<file path="src/logic/reversal_mb_cfg.svh">
`ifndef REVERSAL_MB_CFG_SVH
`define REVERSAL_MB_CFG_SVH

// data lanes covered by the result_resp payload
`define REVMB_LANES 16

// pass needs strictly more matching lanes than this
`define REVMB_PASS_LANES 8

// decoded sideband message code width
`define REVMB_MSG_W 4

// counter width for the match count, holds 0..REVMB_LANES
`define REVMB_CNT_W $clog2(`REVMB_LANES + 1)

`endif

</file>
<file path="src/logic/reversal_mb_pkg.sv">
`include "reversal_mb_cfg.svh"

package reversal_mb_pkg;

    // reversal sideband messages, decoded form
    typedef enum logic [`REVMB_MSG_W-1:0] {
        MSG_NONE             = 'd0, // nothing received / nothing to send
        MSG_INIT_REQ         = 'd1,
        MSG_INIT_RESP        = 'd2,
        MSG_CLEAR_ERROR_REQ  = 'd3,
        MSG_CLEAR_ERROR_RESP = 'd4,
        MSG_RESULT_REQ       = 'd5,
        MSG_RESULT_RESP      = 'd6,
        MSG_DONE_REQ         = 'd7,
        MSG_DONE_RESP        = 'd8
    } sb_msg_e;

    // mainband pattern generator control word
    typedef enum logic [1:0] {
        PG_IDLE       = 2'd0,
        PG_CLEAR_LFSR = 2'd1, // reset lfsr + partner error counters
        PG_PERLANE_ID = 2'd3  // drive per-lane id pattern
    } pg_cw_e;

    // sequencer states
    typedef enum logic [3:0] {
        IDLE,
        WAIT_PARTNER, // partner owns the handshake for now
        INIT_REQ,
        CLEAR_REQ,
        SEND_PATTERN,
        RESULT_REQ,
        RESOLVE,
        DONE_REQ,
        FINISHED
    } seq_state_e;

    // outcome of one lane result evaluation
    typedef enum logic [1:0] {
        V_PASS,
        V_RETRY, // too few lanes, reversal not tried yet
        V_FAIL   // too few lanes after reversal
    } verdict_e;

endpackage

</file>
<file path="src/logic/lane_eval_if.sv">
`timescale 1ns/10ps

// sequencer <-> lane evaluator
interface lane_eval_if import reversal_mb_pkg::*; ();

    logic     capture; // strobe, store rx data
    logic     resolve; // high for the whole RESOLVE state
    logic     clear;   // high while sequencer idles
    verdict_e verdict; // comb. from stored result
    logic     retried; // reversal already applied once

    modport seq (
        output capture, resolve, clear,
        input  verdict, retried
    );

    modport eval (
        input  capture, resolve, clear,
        output verdict, retried
    );

endinterface

</file>
<file path="src/logic/reversal_mb_seq.sv">
`timescale 1ns/10ps

module reversal_mb_seq import reversal_mb_pkg::*; (
    input  logic        i_clk,
    input  logic        i_rst_n,
    input  logic        i_reversal_en,      // level, from the link state machine
    input  logic        i_rx_msg_valid,
    input  sb_msg_e     i_rx_msg,
    input  logic        i_tx_busy_fall,
    input  logic        i_rx_wrapper_valid,
    input  logic        i_pattern_finished,
    output logic        o_send,             // one cycle, to sb_tx_hold
    output sb_msg_e     o_send_msg,
    output pg_cw_e      o_pg_cw,
    output logic        o_done,
    output logic        o_stop_timeout,     // one cycle pulse
    lane_eval_if.seq    ev
);

    seq_state_e state_q;
    seq_state_e state_d;
    logic       repeat_q;   // partner asked to repeat after its reversal
    logic       state_chg;

    // received message decodes, only meaningful with valid
    logic got_init_req;
    logic got_init_resp;
    logic got_clear_req;
    logic got_clear_resp;
    logic got_result_resp;
    logic got_done_resp;
    logic partner_release; // busy fall while wrapper answers the partner

    assign got_init_req    = i_rx_msg_valid && (i_rx_msg == MSG_INIT_REQ);
    assign got_init_resp   = i_rx_msg_valid && (i_rx_msg == MSG_INIT_RESP);
    assign got_clear_req   = i_rx_msg_valid && (i_rx_msg == MSG_CLEAR_ERROR_REQ);
    assign got_clear_resp  = i_rx_msg_valid && (i_rx_msg == MSG_CLEAR_ERROR_RESP);
    assign got_result_resp = i_rx_msg_valid && (i_rx_msg == MSG_RESULT_RESP);
    assign got_done_resp   = i_rx_msg_valid && (i_rx_msg == MSG_DONE_RESP);
    assign partner_release = i_tx_busy_fall && i_rx_wrapper_valid;

    always_ff @(posedge i_clk or negedge i_rst_n) begin
        if (!i_rst_n) begin
            state_q <= IDLE;
        end else begin
            state_q <= state_d;
        end
    end

    always_comb begin
        state_d = state_q; // hold by default
        if (!i_reversal_en) begin
            state_d = IDLE; // enable drop wins from any state
        end else begin
            case (state_q)
                IDLE: begin
                    if (got_init_req) begin
                        state_d = WAIT_PARTNER; // partner started first
                    end else begin
                        state_d = INIT_REQ;
                    end
                end
                WAIT_PARTNER: begin
                    if (partner_release) begin
                        state_d = repeat_q ? CLEAR_REQ : INIT_REQ;
                    end
                end
                INIT_REQ:     if (got_init_resp)      state_d = CLEAR_REQ;
                CLEAR_REQ:    if (got_clear_resp)     state_d = SEND_PATTERN;
                SEND_PATTERN: if (i_pattern_finished) state_d = RESULT_REQ;
                RESULT_REQ:   if (got_result_resp)    state_d = RESOLVE;
                RESOLVE: begin
                    if (ev.verdict == V_PASS) begin
                        state_d = DONE_REQ;
                    end else if (ev.verdict == V_RETRY && !ev.retried) begin
                        state_d = CLEAR_REQ; // one reversal attempt per run
                    end
                    // V_FAIL parks here until the enable drops
                end
                DONE_REQ: begin
                    if (got_clear_req) begin
                        state_d = WAIT_PARTNER; // partner repeats after reversal
                    end else if (got_done_resp) begin
                        state_d = FINISHED;
                    end
                end
                FINISHED: state_d = FINISHED;
                default:  state_d = IDLE;
            endcase
        end
    end

    assign state_chg = (state_d != state_q);

    // requests go out on entry into the matching state
    always_comb begin
        o_send     = 1'b0;
        o_send_msg = MSG_NONE;
        if (state_chg) begin
            case (state_d)
                INIT_REQ: begin
                    o_send     = 1'b1;
                    o_send_msg = MSG_INIT_REQ;
                end
                CLEAR_REQ: begin
                    o_send     = 1'b1;
                    o_send_msg = MSG_CLEAR_ERROR_REQ;
                end
                RESULT_REQ: begin
                    o_send     = 1'b1;
                    o_send_msg = MSG_RESULT_REQ;
                end
                DONE_REQ: begin
                    o_send     = 1'b1;
                    o_send_msg = MSG_DONE_REQ;
                end
                default: ;
            endcase
        end
    end

    always_ff @(posedge i_clk or negedge i_rst_n) begin
        if (!i_rst_n) begin
            o_pg_cw        <= PG_IDLE;
            o_done         <= 1'b0;
            o_stop_timeout <= 1'b0;
            repeat_q       <= 1'b0;
        end else begin
            // partner clear_error_req during done_req
            o_stop_timeout <= (state_q == DONE_REQ) && (state_d == WAIT_PARTNER);
            if (state_d == IDLE) begin
                o_pg_cw  <= PG_IDLE;
                o_done   <= 1'b0;
                repeat_q <= 1'b0;
            end else if (state_chg) begin
                case (state_d)
                    CLEAR_REQ:    o_pg_cw <= PG_CLEAR_LFSR;
                    SEND_PATTERN: o_pg_cw <= PG_PERLANE_ID;
                    RESULT_REQ:   o_pg_cw <= PG_IDLE;   // pattern done
                    FINISHED:     o_done  <= 1'b1;
                    WAIT_PARTNER: repeat_q <= (state_q == DONE_REQ);
                    default: ;
                endcase
            end
        end
    end

    // evaluator controls
    assign ev.capture = (state_q == RESULT_REQ) && (state_d == RESOLVE);
    assign ev.resolve = (state_q == RESOLVE);
    assign ev.clear   = (state_q == IDLE);

endmodule

</file>
<file path="src/logic/lane_result_eval.sv">
`timescale 1ns/10ps
`include "reversal_mb_cfg.svh"

module lane_result_eval import reversal_mb_pkg::*; (
    input  logic                    i_clk,
    input  logic                    i_rst_n,
    input  logic                    i_ltsm_in_reset,   // training restart drops the reversal
    input  logic [`REVMB_LANES-1:0] i_rx_data,         // per-lane pass bits from result_resp
    lane_eval_if.eval               ev,
    output logic                    o_apply_reversal,
    output logic                    o_train_error_req,
    output logic                    o_repeating
);

    logic [`REVMB_LANES-1:0] result_q;   // last captured result
    logic [`REVMB_CNT_W-1:0] match_cnt;
    logic                    retried_q;
    logic                    pass;

    // result word taken on the capture strobe
    always_ff @(posedge i_clk) begin
        if (ev.capture) begin
            result_q <= i_rx_data;
        end
    end

    // popcount of matching lanes
    always_comb begin
        match_cnt = '0;
        for (int i = 0; i < `REVMB_LANES; i++) begin
            match_cnt = match_cnt + `REVMB_CNT_W'(result_q[i]);
        end
    end

    assign pass = (match_cnt > `REVMB_CNT_W'(`REVMB_PASS_LANES));

    always_comb begin
        if (pass) begin
            ev.verdict = V_PASS;
        end else if (!retried_q) begin
            ev.verdict = V_RETRY; // first miss tries reversed lanes
        end else begin
            ev.verdict = V_FAIL;
        end
    end

    always_ff @(posedge i_clk or negedge i_rst_n) begin
        if (!i_rst_n) begin
            retried_q         <= 1'b0;
            o_train_error_req <= 1'b0;
        end else if (ev.clear) begin
            retried_q         <= 1'b0;
            o_train_error_req <= 1'b0;
        end else if (ev.resolve && ev.verdict == V_RETRY) begin
            retried_q <= 1'b1;
        end else if (ev.resolve && ev.verdict == V_FAIL) begin
            o_train_error_req <= 1'b1; // reversal did not help either
        end
    end

    // survives IDLE and stays applied for the rest of training
    always_ff @(posedge i_clk or negedge i_rst_n) begin
        if (!i_rst_n) begin
            o_apply_reversal <= 1'b0;
        end else if (i_ltsm_in_reset) begin
            o_apply_reversal <= 1'b0;
        end else if (ev.resolve && ev.verdict == V_RETRY) begin
            o_apply_reversal <= 1'b1;
        end else if (ev.resolve && ev.verdict == V_FAIL) begin
            o_apply_reversal <= 1'b0;
        end
    end

    assign ev.retried  = retried_q;
    assign o_repeating = retried_q;

endmodule

</file>
<file path="src/logic/sb_tx_hold.sv">
`timescale 1ns/10ps

module sb_tx_hold import reversal_mb_pkg::*; (
    input  logic    i_clk,
    input  logic    i_rst_n,
    input  logic    i_send,             // one cycle strobe from sequencer
    input  sb_msg_e i_send_msg,
    input  logic    i_tx_busy_fall,     // sideband tx finished a message
    input  logic    i_rx_wrapper_valid, // busy fall belongs to a wrapper response
    output sb_msg_e o_tx_msg,
    output logic    o_tx_valid
);

    logic release_tx;

    // our own request left the transmitter
    assign release_tx = i_tx_busy_fall && !i_rx_wrapper_valid;

    // message stays put until the next send
    always_ff @(posedge i_clk or negedge i_rst_n) begin
        if (!i_rst_n) begin
            o_tx_msg <= MSG_NONE;
        end else if (i_send) begin
            o_tx_msg <= i_send_msg;
        end
    end

    always_ff @(posedge i_clk or negedge i_rst_n) begin
        if (!i_rst_n) begin
            o_tx_valid <= 1'b0;
        end else if (i_send) begin
            o_tx_valid <= 1'b1; // new send overrides a pending one
        end else if (release_tx) begin
            o_tx_valid <= 1'b0;
        end
        // busy held means back-pressure, keep valid
    end

endmodule

</file>
<file path="src/logic/reversal_mb_top.sv">
`timescale 1ns/10ps
`include "reversal_mb_cfg.svh"

module reversal_mb_top import reversal_mb_pkg::*; (
    input  logic                    i_clk,
    input  logic                    i_rst_n,

    // link state machine
    input  logic                    i_reversal_en,
    input  logic                    i_ltsm_in_reset,

    // sideband receive
    input  logic                    i_rx_msg_valid,
    input  logic [`REVMB_MSG_W-1:0] i_rx_msg,      // decoded code
    input  logic [`REVMB_LANES-1:0] i_rx_data,     // result_resp payload

    // sideband transmit
    input  logic                    i_tx_busy_fall,
    input  logic                    i_rx_wrapper_valid,

    // pattern generator
    input  logic                    i_pattern_finished,

    output logic [`REVMB_MSG_W-1:0] o_tx_msg,
    output logic                    o_tx_valid,
    output logic                    o_stop_timeout, // to sideband timeout counter
    output logic                    o_done,
    output logic                    o_train_error_req,
    output logic [1:0]              o_pg_cw,
    output logic                    o_apply_reversal,
    output logic                    o_repeating     // to wrapper
);

    logic    send;
    sb_msg_e send_msg;
    sb_msg_e tx_msg;
    pg_cw_e  pg_cw;

    lane_eval_if ev ();

    reversal_mb_seq u_seq (
        .i_clk              (i_clk),
        .i_rst_n            (i_rst_n),
        .i_reversal_en      (i_reversal_en),
        .i_rx_msg_valid     (i_rx_msg_valid),
        .i_rx_msg           (sb_msg_e'(i_rx_msg)),
        .i_tx_busy_fall     (i_tx_busy_fall),
        .i_rx_wrapper_valid (i_rx_wrapper_valid),
        .i_pattern_finished (i_pattern_finished),
        .o_send             (send),
        .o_send_msg         (send_msg),
        .o_pg_cw            (pg_cw),
        .o_done             (o_done),
        .o_stop_timeout     (o_stop_timeout),
        .ev                 (ev.seq)
    );

    lane_result_eval u_eval (
        .i_clk             (i_clk),
        .i_rst_n           (i_rst_n),
        .i_ltsm_in_reset   (i_ltsm_in_reset),
        .i_rx_data         (i_rx_data),
        .ev                (ev.eval),
        .o_apply_reversal  (o_apply_reversal),
        .o_train_error_req (o_train_error_req),
        .o_repeating       (o_repeating)
    );

    sb_tx_hold u_tx_hold (
        .i_clk              (i_clk),
        .i_rst_n            (i_rst_n),
        .i_send             (send),
        .i_send_msg         (send_msg),
        .i_tx_busy_fall     (i_tx_busy_fall),
        .i_rx_wrapper_valid (i_rx_wrapper_valid),
        .o_tx_msg           (tx_msg),
        .o_tx_valid         (o_tx_valid)
    );

    // enum to plain bits at the boundary
    assign o_tx_msg = tx_msg;
    assign o_pg_cw  = pg_cw;

endmodule

</file>
<file path="config.mk">
export PLATFORM = sky130hd
export DESIGN_NAME = reversal_mb_top
export DESIGN_NICKNAME = d
export VERILOG_FILES = /design/src/logic/reversal_mb_pkg.sv /design/src/logic/lane_eval_if.sv /design/src/logic/reversal_mb_seq.sv /design/src/logic/lane_result_eval.sv /design/src/logic/sb_tx_hold.sv /design/src/logic/reversal_mb_top.sv
export VERILOG_INCLUDE_DIRS = /design/src /design/src/logic
export SDC_FILE = /design/constraint.sdc
export NUM_CORES = 1
export LEC_CHECK = 0
export ABC_AREA = 1
export BUFFER_PORTS_ARGS = -buffer_cell sky130_fd_sc_hd__buf_2
export CORE_AREA = 2 2 57 69
export DETAILED_ROUTE_END_ITERATION = 7
export DIE_AREA = 0 0 59 71
export GPL_ROUTABILITY_DRIVEN = 1
export GPL_TIMING_DRIVEN = 0
export MAX_ROUTING_LAYER = met4
export PLACE_DENSITY_LB_ADDON = 0.05
export SKIP_CTS_REPAIR_TIMING = 1
export SLEW_MARGIN = 20
export SYNTH_ARGS = -nofsm -noshare
export SYNTH_HDL_FRONTEND = slang
export SYNTH_SLANG_ARGS = --single-unit
</file>
<file path="constraint.sdc">
create_clock -name i_clk -period 13.55 [get_ports i_clk]
set_input_delay 0.6775 -clock i_clk [delete_from_list [all_inputs] [get_ports i_clk]]
set_output_delay 0.6775 -clock i_clk [all_outputs]
set_load 0.005 [all_outputs]
</file>
==> out/metrics.cfg <==
[die]
fp.dieArea_mm2 = 0.00419
die_h_um = 71
num_rows = 24
ios = 40
coreArea_mm2 = 0.00354
die_width_um = 59
initial_core_util_pct = 56.7

[run]
maxCapViolCount = 0

[worst_setup_path]
worstPathArrival_ns = 5.21
crit_required_ns = 13.72
setup.worst_path.class = register to register
critical_path.startpoint_type = register
crit_fanout = 4
endpoint_kind = register

[drt]
wl_per_cell_um = 12.1
viasPerCell = 4.99
first_iter_violations = 45
ant_nets = 0
dr.pass1.iters = 4
drt_wl_total_mm = 3.82
vias = 1582
drc = 0

[hold_path]
worst_hold_path_type = input pin to async pin

[clock_tree]
insertion_delay_ns = 0.28
cts_buffers = 5
ctsHtreeMaxLevel = 2
clockBufferDepth = 2
cts-root-buf = clkbuf_8
cts_tree = yes
clk_pin_slew_ns = 0.06
cts_num_sinks = 32

[pwr]
power_frac_seq_pct = 52.9
switching_share_pct = 25.4
peakVddDrop_mv = 0.0574
pwr-share-clk_pct = 35.2
combinationalPowerShare_pct = 11.9
leakagePower_uw = 0.00119
total_power_uw = 201
power_switching_uw = 50.9
p_per_area_mw_per_mm2 = 86.1
internal_power_uw = 150

[synthesis]
synth.top_cells.by_area = edfxtp_1 (24%), dfrtp_1 (20%), fa_1 (10%)
ys_seq_elements = 32
synth_edf_count = 16
synth_common_cells = inv_1 (42), nand2_1 (42), nor2_1 (28)
syn_avg_cell_area_um2 = 8.66
synthCells = 232
syn-num-nets = 275
yosysUniqueCellTypes = 26
yosys.area.top_type = edfxtp_1
ys_warn_count = 0
syn_area_mm2 = 0.00201
synthArstFlopShare_pct = 50.0
synth-seq-area-share_pct = 43.9
synthFlopType = edfxtp_1
yosysTopAreaCellShare_pct = 23.9

[status]
status = finished, final reports clean

[finish]
final_nets = 320
area_delta_synth_final_pct = 16.1
fin_cells = 317
n_fill_cell = 320
design_area_mm2 = 0.00233
final_layout_size_suffix_gt1_share_pct = 25.9
diodes = 0

[timing]
clock.fmax_ghz = 0.198
hold_viol = 0
fin_skew_ns = 0.00606
finalCritPeriodShare_pct = 37.2
slew_violations = 0
rsz0062_at_grt = no
max_slew_margin_pct = 48.1
setup_viol = 0
finalSetupTns_ns = 0
tightest_slew_ns = 0.778
min_period_ns = 5.04

[placement]
dp_hpwl_mm = 3.08
port_buffers = 38
place_inst = 309
place_area_mm2 = 0.00225
gp_congestion = 0.894

[global_route]
grt_first_pass_wirelength_mm = 6.77
grt-ovfl-total = 0
antenna_found_initial = 0
grt_pass1_vias = 1594
track_usage_pct = 21.9
grt_max_degree = 17

[worst max-delay path, cell delays in order (launching register included)]
cell and delay [ns]:
edfxtp_1 0.37, ha_1 0.28, inv_1 0.05, fa_1 0.50, fa_1 0.53, fa_1 0.54, fa_1 0.53, fa_1 0.46
fa_1 0.50, nand4_1 0.12, nand3_1 0.16, nand3_1 0.08, nand2_1 0.11, nand2_2 0.08, nand2_1 0.15, nand2_1 0.10
nand4_1 0.16, nand2_1 0.09, nand2_1 0.06, nand2_1 0.05
[final cells by class]
class	instances	area (um^2)	share of cell area [%]
clock inverter	1	5.00	0.215
multi-input combinational	153	950	40.7
buffer	1	7.51	0.322
sequential	32	881	37.8
inverter	46	173	7.41
timing repair buffer	38	190	8.16
tap	39	48.8	2.09
clock buffer	7	76.3	3.27
[flip-flops by register name (all words and copies together) (netlist names)]
signal,count
u_eval.ev.retried,1
u_eval.o_apply_reversal,1
u_eval.o_train_error_req,1
u_eval.result_q,16
u_seq.o_done,1
u_seq.o_pg_cw,2
u_seq.o_stop_timeout,1
u_seq.repeat_q,1
u_seq.state_q,4
u_tx_hold.o_tx_msg,3
u_tx_hold.o_tx_valid,1
[per-layer routing]
layer	track usage, %	vias to the layer above	share of wire, %
li1	-	817	-
met1	25.0	734	42
met2	36.9	25	54
met3	4.75	6	3.2
met4	8.08	0	1.4
met5	-	-	0
[power by group through the flow]
stage	logic, uW	registers [uW]	clock network (uW)
after floorplan	13.5	108	0
after global placement	23.5	108	0
after detailed placement	23.9	108	0
after CTS	23.9	106	72.8
after global routing	27.2	106	75.6
final	23.9	106	70.6
[stage by stage]
step / utilization [%] / setup slack [ns] / hold WS (ns)
after global routing: 65.8 / 8.20 / 0.328
after global placement: 63.4 / 8.56 / 0.442
after detailed placement: 63.5 / 8.49 / 0.444
final: 65.8 / 8.51 / 0.298
after floorplan: - / 8.85 / 0.382
after CTS: 65.8 / 8.47 / 0.303
[cell usage in the layout (no fill, tap or decap), drive strengths merged, types with 7 or more instances in the layout]
cell type and instances:
a21oi 9, buf 39, clkbuf 7, dfrtp 16, edfxtp 16, fa 10
inv 46, nand2 51, nand3 23, nor2 34, o21ai 8
[kinds of logic (layout without fill, tap and decap cells)]
family                     Yosys count  after routing  synth area share (%)
AOI/OAI and AO/OA                   18             18                  6.04
adders and majority gates           15             15                  13.1
buffers and inverters               47             93                  8.97
DFF                                 32             32                  43.9
other                                1              1                 0.187
and+or+nand+nor                    119            119                  27.9
[path summary, 6_finish.rpt]
kind / slack, ns / from / to / depth (start not counted)
setup / recovery: 8.51 / u_eval.result_q[0]$_DFFE_PP_ / u_seq.o_pg_cw[1]$_DFFE_PN0P_ / 19
hold / removal: 0.30 / i_rst_n / u_seq.state_q[2]$_DFF_PN0_ / 1
setup reg to reg: 8.51 / u_eval.result_q[0]$_DFFE_PP_ / u_seq.o_pg_cw[1]$_DFFE_PN0P_ / 19
hold reg to reg: 0.46 / u_tx_hold.o_tx_msg[0]$_DFFE_PN0P_ / u_tx_hold.o_tx_msg[0]$_DFFE_PN0P_ / 2
max in group asynchronous: 12.99 / i_rst_n / u_eval.ev.retried$_DFFE_PN0P_ / 1
min in group i_clk: 0.46 / u_tx_hold.o_tx_msg[0]$_DFFE_PN0P_ / u_tx_hold.o_tx_msg[0]$_DFFE_PN0P_ / 2
(Power assumes the default switching activity.)
